## src/source/edp_defines.svh

```systemverilog
`ifndef EDP_DEFINES_SVH
`define EDP_DEFINES_SVH

// Word format
`define EDP_WORD     36
`define EDP_HALF     18
`define EDP_SLICE    6
`define EDP_NSLICE   6
`define EDP_FMDEPTH  16

// APB register map, byte addresses on a 32-bit stride
`define ADDR_ARL     8'h00
`define ADDR_ARR     8'h04
`define ADDR_BRL     8'h08
`define ADDR_BRR     8'h0C
`define ADDR_MQL     8'h10
`define ADDR_MQR     8'h14
`define ADDR_ADL     8'h18
`define ADDR_ADR     8'h1C
`define ADDR_CMD     8'h20
`define ADDR_STATUS  8'h24
// FM window, left half at even word offsets and right half at odd ones
`define ADDR_FMBASE  8'h80

`endif

```

## src/source/edpPkg.sv

```systemverilog
`default_nettype none

`include "edp_defines.svh"

package edpPkg;

  // One data path word, seen whole or as two halfwords
  typedef union packed {
    logic [0:`EDP_WORD-1] word;
    struct packed {
      logic [0:`EDP_HALF-1] left;
      logic [0:`EDP_HALF-1] right;
    } half;
  } tWord;

  typedef enum logic [2:0] {
    aluADD, aluSUB, aluAND, aluOR, aluXOR, aluANDCA, aluPASSA, aluPASSB
  } tAluOp;

  typedef enum logic [1:0] {adaAR, adaMQ, adaFM, adaZERO} tAdaSel;

  typedef enum logic [1:0] {adbBR, adbBRX2, adbARX4, adbFM} tAdbSel;

  typedef enum logic [1:0] {mqHOLD, mqLOAD, mqSHL, mqSHR} tMqOp;

  // Micro-step command as written by the host, aluOp in the top bits
  typedef struct packed {
    tAluOp      aluOp;
    tAdaSel     ada;
    tAdbSel     adb;
    logic       carryIn;
    logic       arLoad;
    logic       brFromAr;
    tMqOp       mqOp;
    logic       fmWrite;
    logic [3:0] fmAddr;
  } tCmd;

endpackage

`default_nettype wire

```

## src/source/operandSelect.sv

```systemverilog
`timescale 1ns/1ps
`default_nettype none

`include "edp_defines.svh"

module operandSelect import edpPkg::*; (
  input  wire tWord   ar,
  input  wire tWord   br,
  input  wire tWord   mq,
  input  wire tWord   fmWord,
  input  wire tAdaSel ada,
  input  wire tAdbSel adb,
  output tWord        adaWord,
  output tWord        adbWord
);

  // ADA mux
  always_comb begin
    case (ada)
      adaAR:   adaWord = ar;
      adaMQ:   adaWord = mq;
      adaFM:   adaWord = fmWord;
      default: adaWord = '0;
    endcase
  end

  // ADB mux
  // Bit 0 is the sign, so a left shift drops bits off the top
  // and brings zeros in at bit 35
  always_comb begin
    case (adb)
      adbBR: begin
        adbWord = br;
      end
      adbBRX2: begin
        // BR times two
        adbWord.word = {br.word[1:`EDP_WORD-1], 1'b0};
      end
      adbARX4: begin
        // AR times four
        adbWord.word = {ar.word[2:`EDP_WORD-1], 2'b00};
      end
      default: begin
        adbWord = fmWord;
      end
    endcase
  end

endmodule

`default_nettype wire

```

## src/source/aluSlice.sv

```systemverilog
`timescale 1ns/1ps
`default_nettype none

`include "edp_defines.svh"

module aluSlice import edpPkg::*; (
  input  wire logic [0:`EDP_SLICE-1] a,
  input  wire logic [0:`EDP_SLICE-1] b,
  input  wire tAluOp                 aluOp,
  input  wire logic                  cin,
  output logic [0:`EDP_SLICE-1]      f,
  output logic                       gen,
  output logic                       prop,
  output logic                       topCarry
);

  logic                   arith;
  logic [0:`EDP_SLICE-1]  bEff;
  logic [0:`EDP_SLICE-1]  bitGen;
  logic [0:`EDP_SLICE-1]  bitProp;
  logic [0:`EDP_SLICE-1]  sum;
  logic                   carry;
  logic                   chainGen;
  logic                   carryTop;

  assign arith = (aluOp == aluADD) || (aluOp == aluSUB);

  // Subtract is A plus ones complement of B plus carry in
  assign bEff    = (aluOp == aluSUB) ? ~b : b;
  assign bitGen  = a & bEff;
  assign bitProp = a ^ bEff;

  // Ripple inside the slice, LSB is bit 5
  always_comb begin
    sum      = '0;
    carry    = cin;
    chainGen = 1'b0;
    carryTop = 1'b0;
    for (int k = `EDP_SLICE - 1; k >= 0; k--) begin
      sum[k] = bitProp[k] ^ carry;
      if (k == 0) begin
        carryTop = carry;
      end
      carry    = bitGen[k] | (bitProp[k] & carry);
      chainGen = bitGen[k] | (bitProp[k] & chainGen);
    end
  end

  always_comb begin
    case (aluOp)
      aluAND:   f = a & b;
      aluOR:    f = a | b;
      aluXOR:   f = a ^ b;
      aluANDCA: f = a & ~b;
      aluPASSA: f = a;
      aluPASSB: f = b;
      default:  f = sum;
    endcase
  end

  // Boolean functions take no part in the carry network
  assign gen      = arith & chainGen;
  assign prop     = arith & (&bitProp);
  assign topCarry = arith & carryTop;

endmodule

`default_nettype wire

```

## src/source/carryLookahead.sv

```systemverilog
`timescale 1ns/1ps
`default_nettype none

`include "edp_defines.svh"

module carryLookahead (
  input  wire logic [0:`EDP_NSLICE-1] gen,
  input  wire logic [0:`EDP_NSLICE-1] prop,
  input  wire logic                   topCarry,
  input  wire logic                   carryIn,
  output logic [0:`EDP_NSLICE-1]      cin,
  output logic                        carryOut,
  output logic                        overflow
);

  logic loGen;
  logic loProp;
  logic hiGen;
  logic hiProp;
  logic midCarry;

  // Second level, slices 3..5 low group and 0..2 high group
  assign loGen  = gen[3] | (prop[3] & gen[4]) | (prop[3] & prop[4] & gen[5]);
  assign loProp = prop[3] & prop[4] & prop[5];
  assign hiGen  = gen[0] | (prop[0] & gen[1]) | (prop[0] & prop[1] & gen[2]);
  assign hiProp = prop[0] & prop[1] & prop[2];

  // Carry into the high group
  assign midCarry = loGen | (loProp & carryIn);

  // First level within each group
  assign cin[5] = carryIn;
  assign cin[4] = gen[5] | (prop[5] & carryIn);
  assign cin[3] = gen[4] | (prop[4] & gen[5]) | (prop[4] & prop[5] & carryIn);
  assign cin[2] = midCarry;
  assign cin[1] = gen[2] | (prop[2] & midCarry);
  assign cin[0] = gen[1] | (prop[1] & gen[2]) | (prop[1] & prop[2] & midCarry);

  assign carryOut = hiGen | (hiProp & loGen) | (hiProp & loProp & carryIn);

  // Sign wrong when carries into and out of bit 0 differ
  assign overflow = carryOut ^ topCarry;

endmodule

`default_nettype wire

```

## src/source/dataPath.sv

```systemverilog
`timescale 1ns/1ps
`default_nettype none

`include "edp_defines.svh"

module dataPath import edpPkg::*; (
  input  wire logic       CLK,
  input  wire logic       reset,
  input  wire tWord       wrData,
  input  wire logic       wrRight,
  input  wire logic       arWrite,
  input  wire logic       brWrite,
  input  wire logic       mqWrite,
  input  wire logic       fmHostWrite,
  input  wire logic [3:0] fmHostAddr,
  input  wire logic       step,
  input  wire tCmd        cmd,
  output tWord            ar,
  output tWord            br,
  output tWord            mq,
  output tWord            ad,
  output tWord            fmRead,
  output logic            carryOut,
  output logic            overflow
);

  tWord fm [0:`EDP_FMDEPTH-1];

  tWord fmWord;
  tWord adaWord;
  tWord adbWord;
  tWord adWord;

  logic [0:`EDP_NSLICE-1] gen;
  logic [0:`EDP_NSLICE-1] prop;
  logic [0:`EDP_NSLICE-1] cin;
  logic [0:`EDP_NSLICE-1] topCarry;

  logic       fmWe;
  logic       fmWeLeft;
  logic       fmWeRight;
  logic [3:0] fmWAddr;
  tWord       fmWData;

  assign fmWord = fm[cmd.fmAddr];
  assign fmRead = fm[fmHostAddr];

  operandSelect opSel (
    .ar      (ar),
    .br      (br),
    .mq      (mq),
    .fmWord  (fmWord),
    .ada     (cmd.ada),
    .adb     (cmd.adb),
    .adaWord (adaWord),
    .adbWord (adbWord)
  );

  // Slice 0 holds the sign bit, slice 5 the low six bits
  for (genvar i = 0; i < `EDP_NSLICE; i++) begin : slice
    aluSlice alu (
      .a        (adaWord.word[i*`EDP_SLICE +: `EDP_SLICE]),
      .b        (adbWord.word[i*`EDP_SLICE +: `EDP_SLICE]),
      .aluOp    (cmd.aluOp),
      .cin      (cin[i]),
      .f        (adWord.word[i*`EDP_SLICE +: `EDP_SLICE]),
      .gen      (gen[i]),
      .prop     (prop[i]),
      .topCarry (topCarry[i])
    );
  end

  carryLookahead cla (
    .gen      (gen),
    .prop     (prop),
    .topCarry (topCarry[0]),
    .carryIn  (cmd.carryIn),
    .cin      (cin),
    .carryOut (carryOut),
    .overflow (overflow)
  );

  // Single FM write port, step writes take whole words
  assign fmWe      = step ? cmd.fmWrite : fmHostWrite;
  assign fmWAddr   = step ? cmd.fmAddr : fmHostAddr;
  assign fmWData   = step ? adWord : wrData;
  assign fmWeLeft  = fmWe & (step | ~wrRight);
  assign fmWeRight = fmWe & (step | wrRight);

  always_ff @(posedge CLK) begin
    if (fmWeLeft) begin
      fm[fmWAddr].half.left <= fmWData.half.left;
    end
    if (fmWeRight) begin
      fm[fmWAddr].half.right <= fmWData.half.right;
    end
  end

  always_ff @(posedge CLK) begin
    if (reset) begin
      ar <= '0;
      br <= '0;
      mq <= '0;
      ad <= '0;
    end else if (step) begin
      ad <= adWord;
      if (cmd.arLoad) begin
        ar <= adWord;
      end
      // BR sees AR from before this step
      if (cmd.brFromAr) begin
        br <= ar;
      end
      case (cmd.mqOp)
        mqLOAD: mq <= adWord;
        mqSHL:  mq.word <= {mq.word[1:`EDP_WORD-1], carryOut};
        mqSHR:  mq.word <= {mq.word[0], mq.word[0:`EDP_WORD-2]};
        mqHOLD: mq <= mq;
      endcase
    end else begin
      // Host loads, one halfword at a time
      if (arWrite) begin
        if (wrRight) ar.half.right <= wrData.half.right;
        else ar.half.left <= wrData.half.left;
      end
      if (brWrite) begin
        if (wrRight) br.half.right <= wrData.half.right;
        else br.half.left <= wrData.half.left;
      end
      if (mqWrite) begin
        if (wrRight) mq.half.right <= wrData.half.right;
        else mq.half.left <= wrData.half.left;
      end
    end
  end

endmodule

`default_nettype wire

```

## src/source/apbDiag.sv

```systemverilog
`timescale 1ns/1ps
`default_nettype none

`include "edp_defines.svh"

module apbDiag import edpPkg::*; (
  input  wire logic        CLK,
  input  wire logic        reset,
  input  wire logic        PSEL,
  input  wire logic        PENABLE,
  input  wire logic        PWRITE,
  input  wire logic [7:0]  PADDR,
  input  wire logic [31:0] PWDATA,
  output logic [31:0]      PRDATA,
  output logic             PREADY,
  output logic             PSLVERR,
  input  wire tWord        ar,
  input  wire tWord        br,
  input  wire tWord        mq,
  input  wire tWord        ad,
  input  wire tWord        fmRead,
  input  wire logic        carryOut,
  input  wire logic        overflow,
  output tWord             wrData,
  output logic             wrRight,
  output logic             arWrite,
  output logic             brWrite,
  output logic             mqWrite,
  output logic             fmHostWrite,
  output logic [3:0]       fmHostAddr,
  output logic             step,
  output tCmd              cmd
);

  logic       access;
  logic       hostWrite;
  logic [7:0] fmOffset;
  logic       fmHit;
  logic       hitArl, hitArr, hitBrl, hitBrr, hitMql, hitMqr;
  logic       hitAdl, hitAdr, hitCmd, hitStatus;
  logic       mapped;
  logic       readOnly;
  logic       rightHalf;
  tWord       curWord;
  logic [0:`EDP_HALF-1] readHalf;
  tCmd        newCmd;
  tCmd        cmdReg;
  logic [1:0] statusReg;

  assign access    = PSEL & PENABLE;
  assign hostWrite = access & PWRITE;

  // Address decode
  assign hitArl    = (PADDR == `ADDR_ARL);
  assign hitArr    = (PADDR == `ADDR_ARR);
  assign hitBrl    = (PADDR == `ADDR_BRL);
  assign hitBrr    = (PADDR == `ADDR_BRR);
  assign hitMql    = (PADDR == `ADDR_MQL);
  assign hitMqr    = (PADDR == `ADDR_MQR);
  assign hitAdl    = (PADDR == `ADDR_ADL);
  assign hitAdr    = (PADDR == `ADDR_ADR);
  assign hitCmd    = (PADDR == `ADDR_CMD);
  assign hitStatus = (PADDR == `ADDR_STATUS);

  // FM window, two halfword registers per location
  assign fmOffset   = PADDR - `ADDR_FMBASE;
  assign fmHit      = (PADDR >= `ADDR_FMBASE) && (fmOffset[1:0] == 2'b00);
  assign fmHostAddr = fmOffset[6:3];

  assign mapped   = hitArl | hitArr | hitBrl | hitBrr | hitMql | hitMqr |
                    hitAdl | hitAdr | hitCmd | hitStatus | fmHit;
  assign readOnly = hitAdl | hitAdr | hitStatus;

  assign PREADY  = 1'b1;
  assign PSLVERR = access & (~mapped | (PWRITE & readOnly));

  assign rightHalf = hitArr | hitBrr | hitMqr | hitAdr | (fmHit & fmOffset[2]);
  assign wrRight   = rightHalf;

  // Word behind the addressed halfword
  always_comb begin
    if (hitArl | hitArr) curWord = ar;
    else if (hitBrl | hitBrr) curWord = br;
    else if (hitMql | hitMqr) curWord = mq;
    else if (hitAdl | hitAdr) curWord = ad;
    else curWord = fmRead;
  end

  // Merge new half with the half that stays
  assign wrData.half.left  = rightHalf ? curWord.half.left : PWDATA[`EDP_HALF-1:0];
  assign wrData.half.right = rightHalf ? PWDATA[`EDP_HALF-1:0] : curWord.half.right;

  assign arWrite     = hostWrite & (hitArl | hitArr);
  assign brWrite     = hostWrite & (hitBrl | hitBrr);
  assign mqWrite     = hostWrite & (hitMql | hitMqr);
  assign fmHostWrite = hostWrite & fmHit;

  // Command write fires exactly one step
  assign step   = hostWrite & hitCmd;
  assign newCmd = tCmd'(PWDATA[$bits(tCmd)-1:0]);
  assign cmd    = step ? newCmd : cmdReg;

  always_ff @(posedge CLK) begin
    if (reset) begin
      cmdReg    <= '0;
      statusReg <= '0;
    end else if (step) begin
      cmdReg    <= newCmd;
      statusReg <= {overflow, carryOut};
    end
  end

  assign readHalf = rightHalf ? curWord.half.right : curWord.half.left;

  always_comb begin
    if (hitCmd) PRDATA = 32'(cmdReg);
    else if (hitStatus) PRDATA = {30'b0, statusReg};
    else if (mapped) PRDATA = 32'(readHalf);
    else PRDATA = '0;
  end

endmodule

`default_nettype wire

```

## src/source/ebox.sv

```systemverilog
`timescale 1ns/1ps
`default_nettype none

module ebox import edpPkg::*; (
  input  wire logic        CLK,
  input  wire logic        reset,
  input  wire logic        PSEL,
  input  wire logic        PENABLE,
  input  wire logic        PWRITE,
  input  wire logic [7:0]  PADDR,
  input  wire logic [31:0] PWDATA,
  output logic [31:0]      PRDATA,
  output logic             PREADY,
  output logic             PSLVERR
);

  tWord       ar, br, mq, ad, fmRead;
  tWord       wrData;
  logic       carryOut, overflow;
  logic       wrRight, arWrite, brWrite, mqWrite, fmHostWrite;
  logic [3:0] fmHostAddr;
  logic       step;
  tCmd        cmd;

  apbDiag diag (
    .CLK, .reset,
    .PSEL, .PENABLE, .PWRITE, .PADDR, .PWDATA,
    .PRDATA, .PREADY, .PSLVERR,
    .ar, .br, .mq, .ad, .fmRead,
    .carryOut, .overflow,
    .wrData, .wrRight, .arWrite, .brWrite, .mqWrite,
    .fmHostWrite, .fmHostAddr, .step, .cmd
  );

  dataPath edp (
    .CLK, .reset,
    .wrData, .wrRight, .arWrite, .brWrite, .mqWrite,
    .fmHostWrite, .fmHostAddr, .step, .cmd,
    .ar, .br, .mq, .ad, .fmRead,
    .carryOut, .overflow
  );

endmodule

`default_nettype wire

```

## config.mk

```make
export PLATFORM = sky130hd
export DESIGN_NAME = ebox
export DESIGN_NICKNAME = d
export VERILOG_FILES = /design/src/source/edpPkg.sv /design/src/source/operandSelect.sv /design/src/source/aluSlice.sv /design/src/source/carryLookahead.sv /design/src/source/dataPath.sv /design/src/source/apbDiag.sv /design/src/source/ebox.sv
export VERILOG_INCLUDE_DIRS = /design/src /design/src/source
export SDC_FILE = /design/constraint.sdc
export NUM_CORES = 2
export LEC_CHECK = 0
export BUFFER_PORTS_ARGS = -buffer_cell sky130_fd_sc_hd__buf_2
export CAP_MARGIN = 20
export CORE_ASPECT_RATIO = 0.7
export CORE_UTILIZATION = 55
export CTS_CLUSTER_DIAMETER = 100
export DETAILED_ROUTE_END_ITERATION = 10
export GPL_TIMING_DRIVEN = 0
export HOLD_SLACK_MARGIN = 0.05
export PLACE_DENSITY = 0.71
export SLEW_MARGIN = 20
export SYNTH_ARGS = -nofsm -noshare
export SYNTH_HDL_FRONTEND = slang
export SYNTH_HIERARCHICAL = 1
export SYNTH_SLANG_ARGS = --single-unit
```

## constraint.sdc

```tcl
create_clock -name CLK -period 10.25 [get_ports CLK]
set_input_delay 2.05 -clock CLK [delete_from_list [all_inputs] [get_ports CLK]]
set_output_delay 2.05 -clock CLK [all_outputs]
set_load 0.01 [all_outputs]
```

======== After elaboration in Yosys (flattened, before gate mapping) ========
Memory sizes are Yosys's and may differ from the RTL's.
Index checks and enable logic that the tools add are counted.
storage, ports and cells
  logic and storage cells ................. 397
  bits of input ports ..................... 45
  memories kept ........................... 1
  bits in writable memories ............... 576
  output and inout bits ................... 34
  flip-flop bits (word level) ............. 163
cells by class
  magnitude comparators ................... 1
  equality and inequality tests ........... 28
  bitwise logic cells ..................... 280
  reductions and logical operators ........ 25
  mux-type cells .......................... 43
  add/subtract/negate cells ............... 1
memories
  name    depth  width  read ports  clocked after Yosys merged registers in  wr ports  RTL line        RTL
  edp.fm  16     36     2           0                                        1         dataPath.sv:27  tWord fm [0:`EDP_FMDEPTH-1];
operator list
  kind                                                       number
  two-way mux 36 bit                                         13
  case mux 36 bit (3 select lines)                           3
  case mux 6 bit (6 select lines)                            6
  AND 6 bit                                                  18
  two-way mux 18 bit                                         6
  AND 1 bit                                                  105
  OR 1 bit                                                   94
  bitwise XOR 6 bit                                          12
  two-way mux 32 bit                                         2
  bitwise XOR 1 bit                                          37
  two-way mux 6 bit                                          6
  NOT 6 bit                                                  6
  OR 6 bit                                                   6
  AND reduction 6 bit                                        6
  equality test 8 x 5 -> 1 bit (second input constant)       4
  AND reduction 3 bit                                        6
  two-way mux 17 bit                                         1
  equality test 8 x 4 -> 1 bit (second input constant)       2
  equality test 8 x 6 -> 1 bit (second input constant)       2
  equality test 3 bit (second input constant)                4
  equality test 2 bit (second input constant)                4
  equality test 8 x 3 -> 1 bit (second input constant)       1
  greater-or-equal comparator 8 bit (second input constant)  1
  zero test 2 bit                                            4
  15 further kinds                                           29

======== Logic depth before layout (Yosys ltp) ========
  depth after elaboration ................. 40
  mapped depth ............................ 38
  mapped depth without buffers ............ 35

======== Hierarchy ========
Netlist, hierarchy kept.
modules (own cells, without submodules)
  module                           times used  seq. area each (um2)  area an instance (um2)  cells each
  dataPath                         1           20,179.4              33,214.4                2,231
  apbDiag                          1           380.4                 3,477.1                 408
  operandSelect                    1           0.0                   1,639.1                 133
  aluSlice (edp.slice[3].alu ...)  2           0.0                   798.3                   103
  aluSlice (edp.slice[1].alu ...)  2           0.0                   775.7                   108
  aluSlice (edp.slice[0].alu)      1           0.0                   873.3                   118
  aluSlice (edp.slice[4].alu)      1           0.0                   835.8                   106
  carryLookahead                   1           0.0                   130.1                   17

======== Least setup slack after synthesis ========
No wires, ideal clock.
  path type ............................... input port to flip-flop
  from .................................... input port PADDR[1]
  to ...................................... memory edp/fm[0][35] (netlist name) (data pin)
  library setup time ...................... 0.396 ns
  setup slack ............................. 1.077 ns
  path buffers ............................ 3
  arrival time ............................ 8.776 ns
  stages .................................. 31
  data required time ...................... 9.854 ns
  cells stage by stage .................... or4_4 > nor4_4 > buf_6 > mux2_4 > buf_6 > nor2_2 > clkbuf_1 > a22oi_1 > o221ai_1 > o21ai_1 > mux4_2 > inv_1 > xnor2_1 > ha_1 > a21oi_1 > nor2_1 > a2111oi_0 > nor2_1 > a21oi_1 > o21ai_0 > fa_1 > inv_1 > fa_1 > fa_1 > fa_1 > inv_1 > fa_1 > xor2_1 > mux4_2 > nand2_1 > o21ai_0
RTL lines
  element          RTL line        RTL
  start, declared  ebox.sv:10      input wire logic [7:0] PADDR,
  end, declared    dataPath.sv:27

==> impl_metrics.py <==
metrics = {
    "final_layout": {
        "nNetsFinal": 3726,
        "drive_gt1_share_pct": 22.3,
        "layout.area.seq_um2": 20600,
        "filler_cells": 6018,
        "area_occupied_by_multi_input_gates_um2": 20900,
        "most_frequent_standard_cell_in_the_layout_excluding_fill_and_tap_cells": "sky130_fd_sc_hd__edfxtp_1",
        "most-common-layout-cells": "sky130_fd_sc_hd__edfxtp_1 (576), sky130_fd_sc_hd__mux4_2 (269), sky130_fd_sc_hd__nor2_1 (266)",
        "layoutNonFillerInstCount": 4681,
        "areaGrowthSynthToFinish_pct": 10.1,
    },
    "min_path": {
        "timing.hold.worst.class": "reg -> reg",
        "min_path_cells": 2,
        "min_to": "edp/ad[35]",
        "hold_start": "edp/ad[35]",
    },
    "routing": {
        "route.detailed.drc": 0,
        "detailroute.via_count": 33400,
        "routed_wl_um": 156000,
        "first_iter_violations": 5519,
        "via_per_inst": 7.15,
        "detail_route.wl_per_cell_um": 33.3,
        "antenna_violating_nets_post_route": 0,
        "first_pass_iters": 6,
    },
    "clocking": {
        "ctsRootBufferMaster": "sky130_fd_sc_hd__clkbuf_16",
        "insertion_delay_ps": 660,
        "path_clk_slew_ps": 60,
        "tritoncts": "done",
        "buffer_levels_on_the_longest_clock_path": 3,
        "tritoncts_num_sinks": 739,
        "cts-buffers-inserted": 73,
        "htree_num_levels": 3,
    },
    "global_route": {
        "number_of_global_route_vias_before_repair": 31100,
        "grt_max_degree": 34,
        "wire_length_of_the_first_global_routing_pass_um": 221000,
        "globalRouteTotalUtil_pct": 39.0,
        "grt_overflow": 0,
        "number_of_antenna_violations_at_the_first_check_in_global_routing": 4,
    },
    "sta": {
        "hold_slack_ps": 488,
        "hold_violations": 0,
        "final.setup_skew_ps": 30.3,
        "post-route-min-period_ps": 10040,
        "drv_slew": 0,
        "post-route-period-util_pct": 97.9,
        "achievable-frequency_mhz": 99.6,
        "tightest_slew_ps": 1160,
        "final-setup-viol-count": 0,
        "timing.max_slew.rel_slack_pct": 22.2,
    },
    "setup_path": {
        "cp-end-kind": "register",
        "reg2reg_setup_slack_ps": 2550,
        "setup.worst_path.start_class": "input port",
        "worst_path_max_delay_cell": "sky130_fd_sc_hd__mux4_2",
        "critPathKind": "in -> reg",
        "arrival_ps": 10590,
        "rr_startpoint": "diag/cmdReg[1]",
        "r2r.worst_path.cells": 31,
        "worst_ep_required_time_ps": 10810,
        "critical_path.max_fanout": 10,
        "rr_endpoint": "edp/mq[35]",
        "max_stage_delay_ps": 660,
    },
    "floorplan": {
        "ioPinCount": 79,
        "placeableCoreArea_um2": 77400,
        "die_height_um": 237,
        "initial_core_utilization_pct": 55.9,
        "rows": 85,
        "design.die.area_um2": 79800,
        "die_x_um": 337,
    },
    "job": {
        "max_cap_viol_count": 0,
    },
    "power_and_ir_drop": {
        "power_leakage_nw": 15.8,
        "worst_ir_drop_vdd_v": 0.000114,
        "total_power_mw": 6.34,
        "powerDensity_nw_per_um2": 133,
    },
    "run_status": {
        "run_status": "complete, no violations",
    },
    "placement": {
        "dpl.hpwl_um": 114000,
        "port_buffer_count": 49,
        "gp_routability_congestion": 1.09,
        "dp_cells": 4541,
    },
    "yosys": {
        "post_synth_inst_count": 3430,
        "postSynthAreaPerCell_um2": 12.6,
        "yosysWarningCount": 6,
        "synth.cell_area_um2": 43300,
    },
}
[registers in the layout (all words and copies together) (netlist names)]
| name | cells |
|---|---|
| edp/fm | 576 |
| edp/ad | 36 |
| edp/ar | 36 |
| edp/br | 36 |
| edp/mq | 36 |
| diag/cmdReg | 17 |
| diag/statusReg | 2 |
[report_power, final]
part           switching, mW  internal, mW  total [mW]
logic                  0.355         0.131       0.486
clock network           1.20          1.39        2.60
registers           0.000781          3.26        3.26
total                   1.56          4.79        6.34
[area by class of cell]
type                       count  share of cell area [%]
clock inverter                30                   0.515
buffer                       286                    3.66
clock buffer                 102                    4.16
inverter                     128                    1.01
multi-input combinational   2289                    43.9
timing repair buffer          62                   0.848
antenna                        1                 0.00525
tap                         1044                    2.74
sequential                   739                    43.2
[critical path, delay by kind of cell]
family	cells	cell delay, ps
xor gates and xnor gates	2	380
muxes	3	1420
adders and majority gates	6	1590
buffers and inverters	9	1440
and+or+nand+nor	6	1740
AOI/OAI and AO/OA	8	1940
[per-layer routing]
metal	vias up	routed length, µm	global-route usage, %
li1	13700	-	-
met1	16400	61100	57.5
met2	2948	60900	50.4
met3	394	26900	16.1
met4	4	6950	15.4
met5	-	139	1.22
[worst max path at each step]
stage	depth (start not counted)	start	end
5_1_grt	37	PADDR[1]	edp/ar[23]
6_report	34	PADDR[1]	edp/mq[35]
2_1_floorplan	31	PADDR[1]	edp/fm[0][35]
4_1_cts	33	PADDR[1]	edp/mq[35]
3_3_place_gp	32	PADDR[1]	edp/fm[8][35]
3_5_place_dp	36	PADDR[1]	edp/ar[29]
[what timing repair did]
action	in CTS	in global routing
pin swaps	0	1
hold buffers	0	0
setup endpoints to repair	156	185
gates resized for setup	15	22
buffers inserted	0	8
[metrics by stage]
| stage | instance area (µm²) | setup slack (ps) | TNS, ps | utilization [%] |
|---|---|---|---|---|
| 6_report | 47600 | 212 | 0 | 61.5 |
| 5_1_grt | 47600 | -13.2 | -13.2 | 61.5 |
| 4_1_cts | 47500 | 39.5 | 0 | 61.4 |
| 3_5_place_dp | 45300 | -1060 | -202010 | 58.4 |
| 3_3_place_gp | 44900 | -1370 | -178760 | 58.0 |
| 2_1_floorplan | 43300 | 1080 | 0 | - |
No activity file was read; power rests on OpenSTA's default activity.
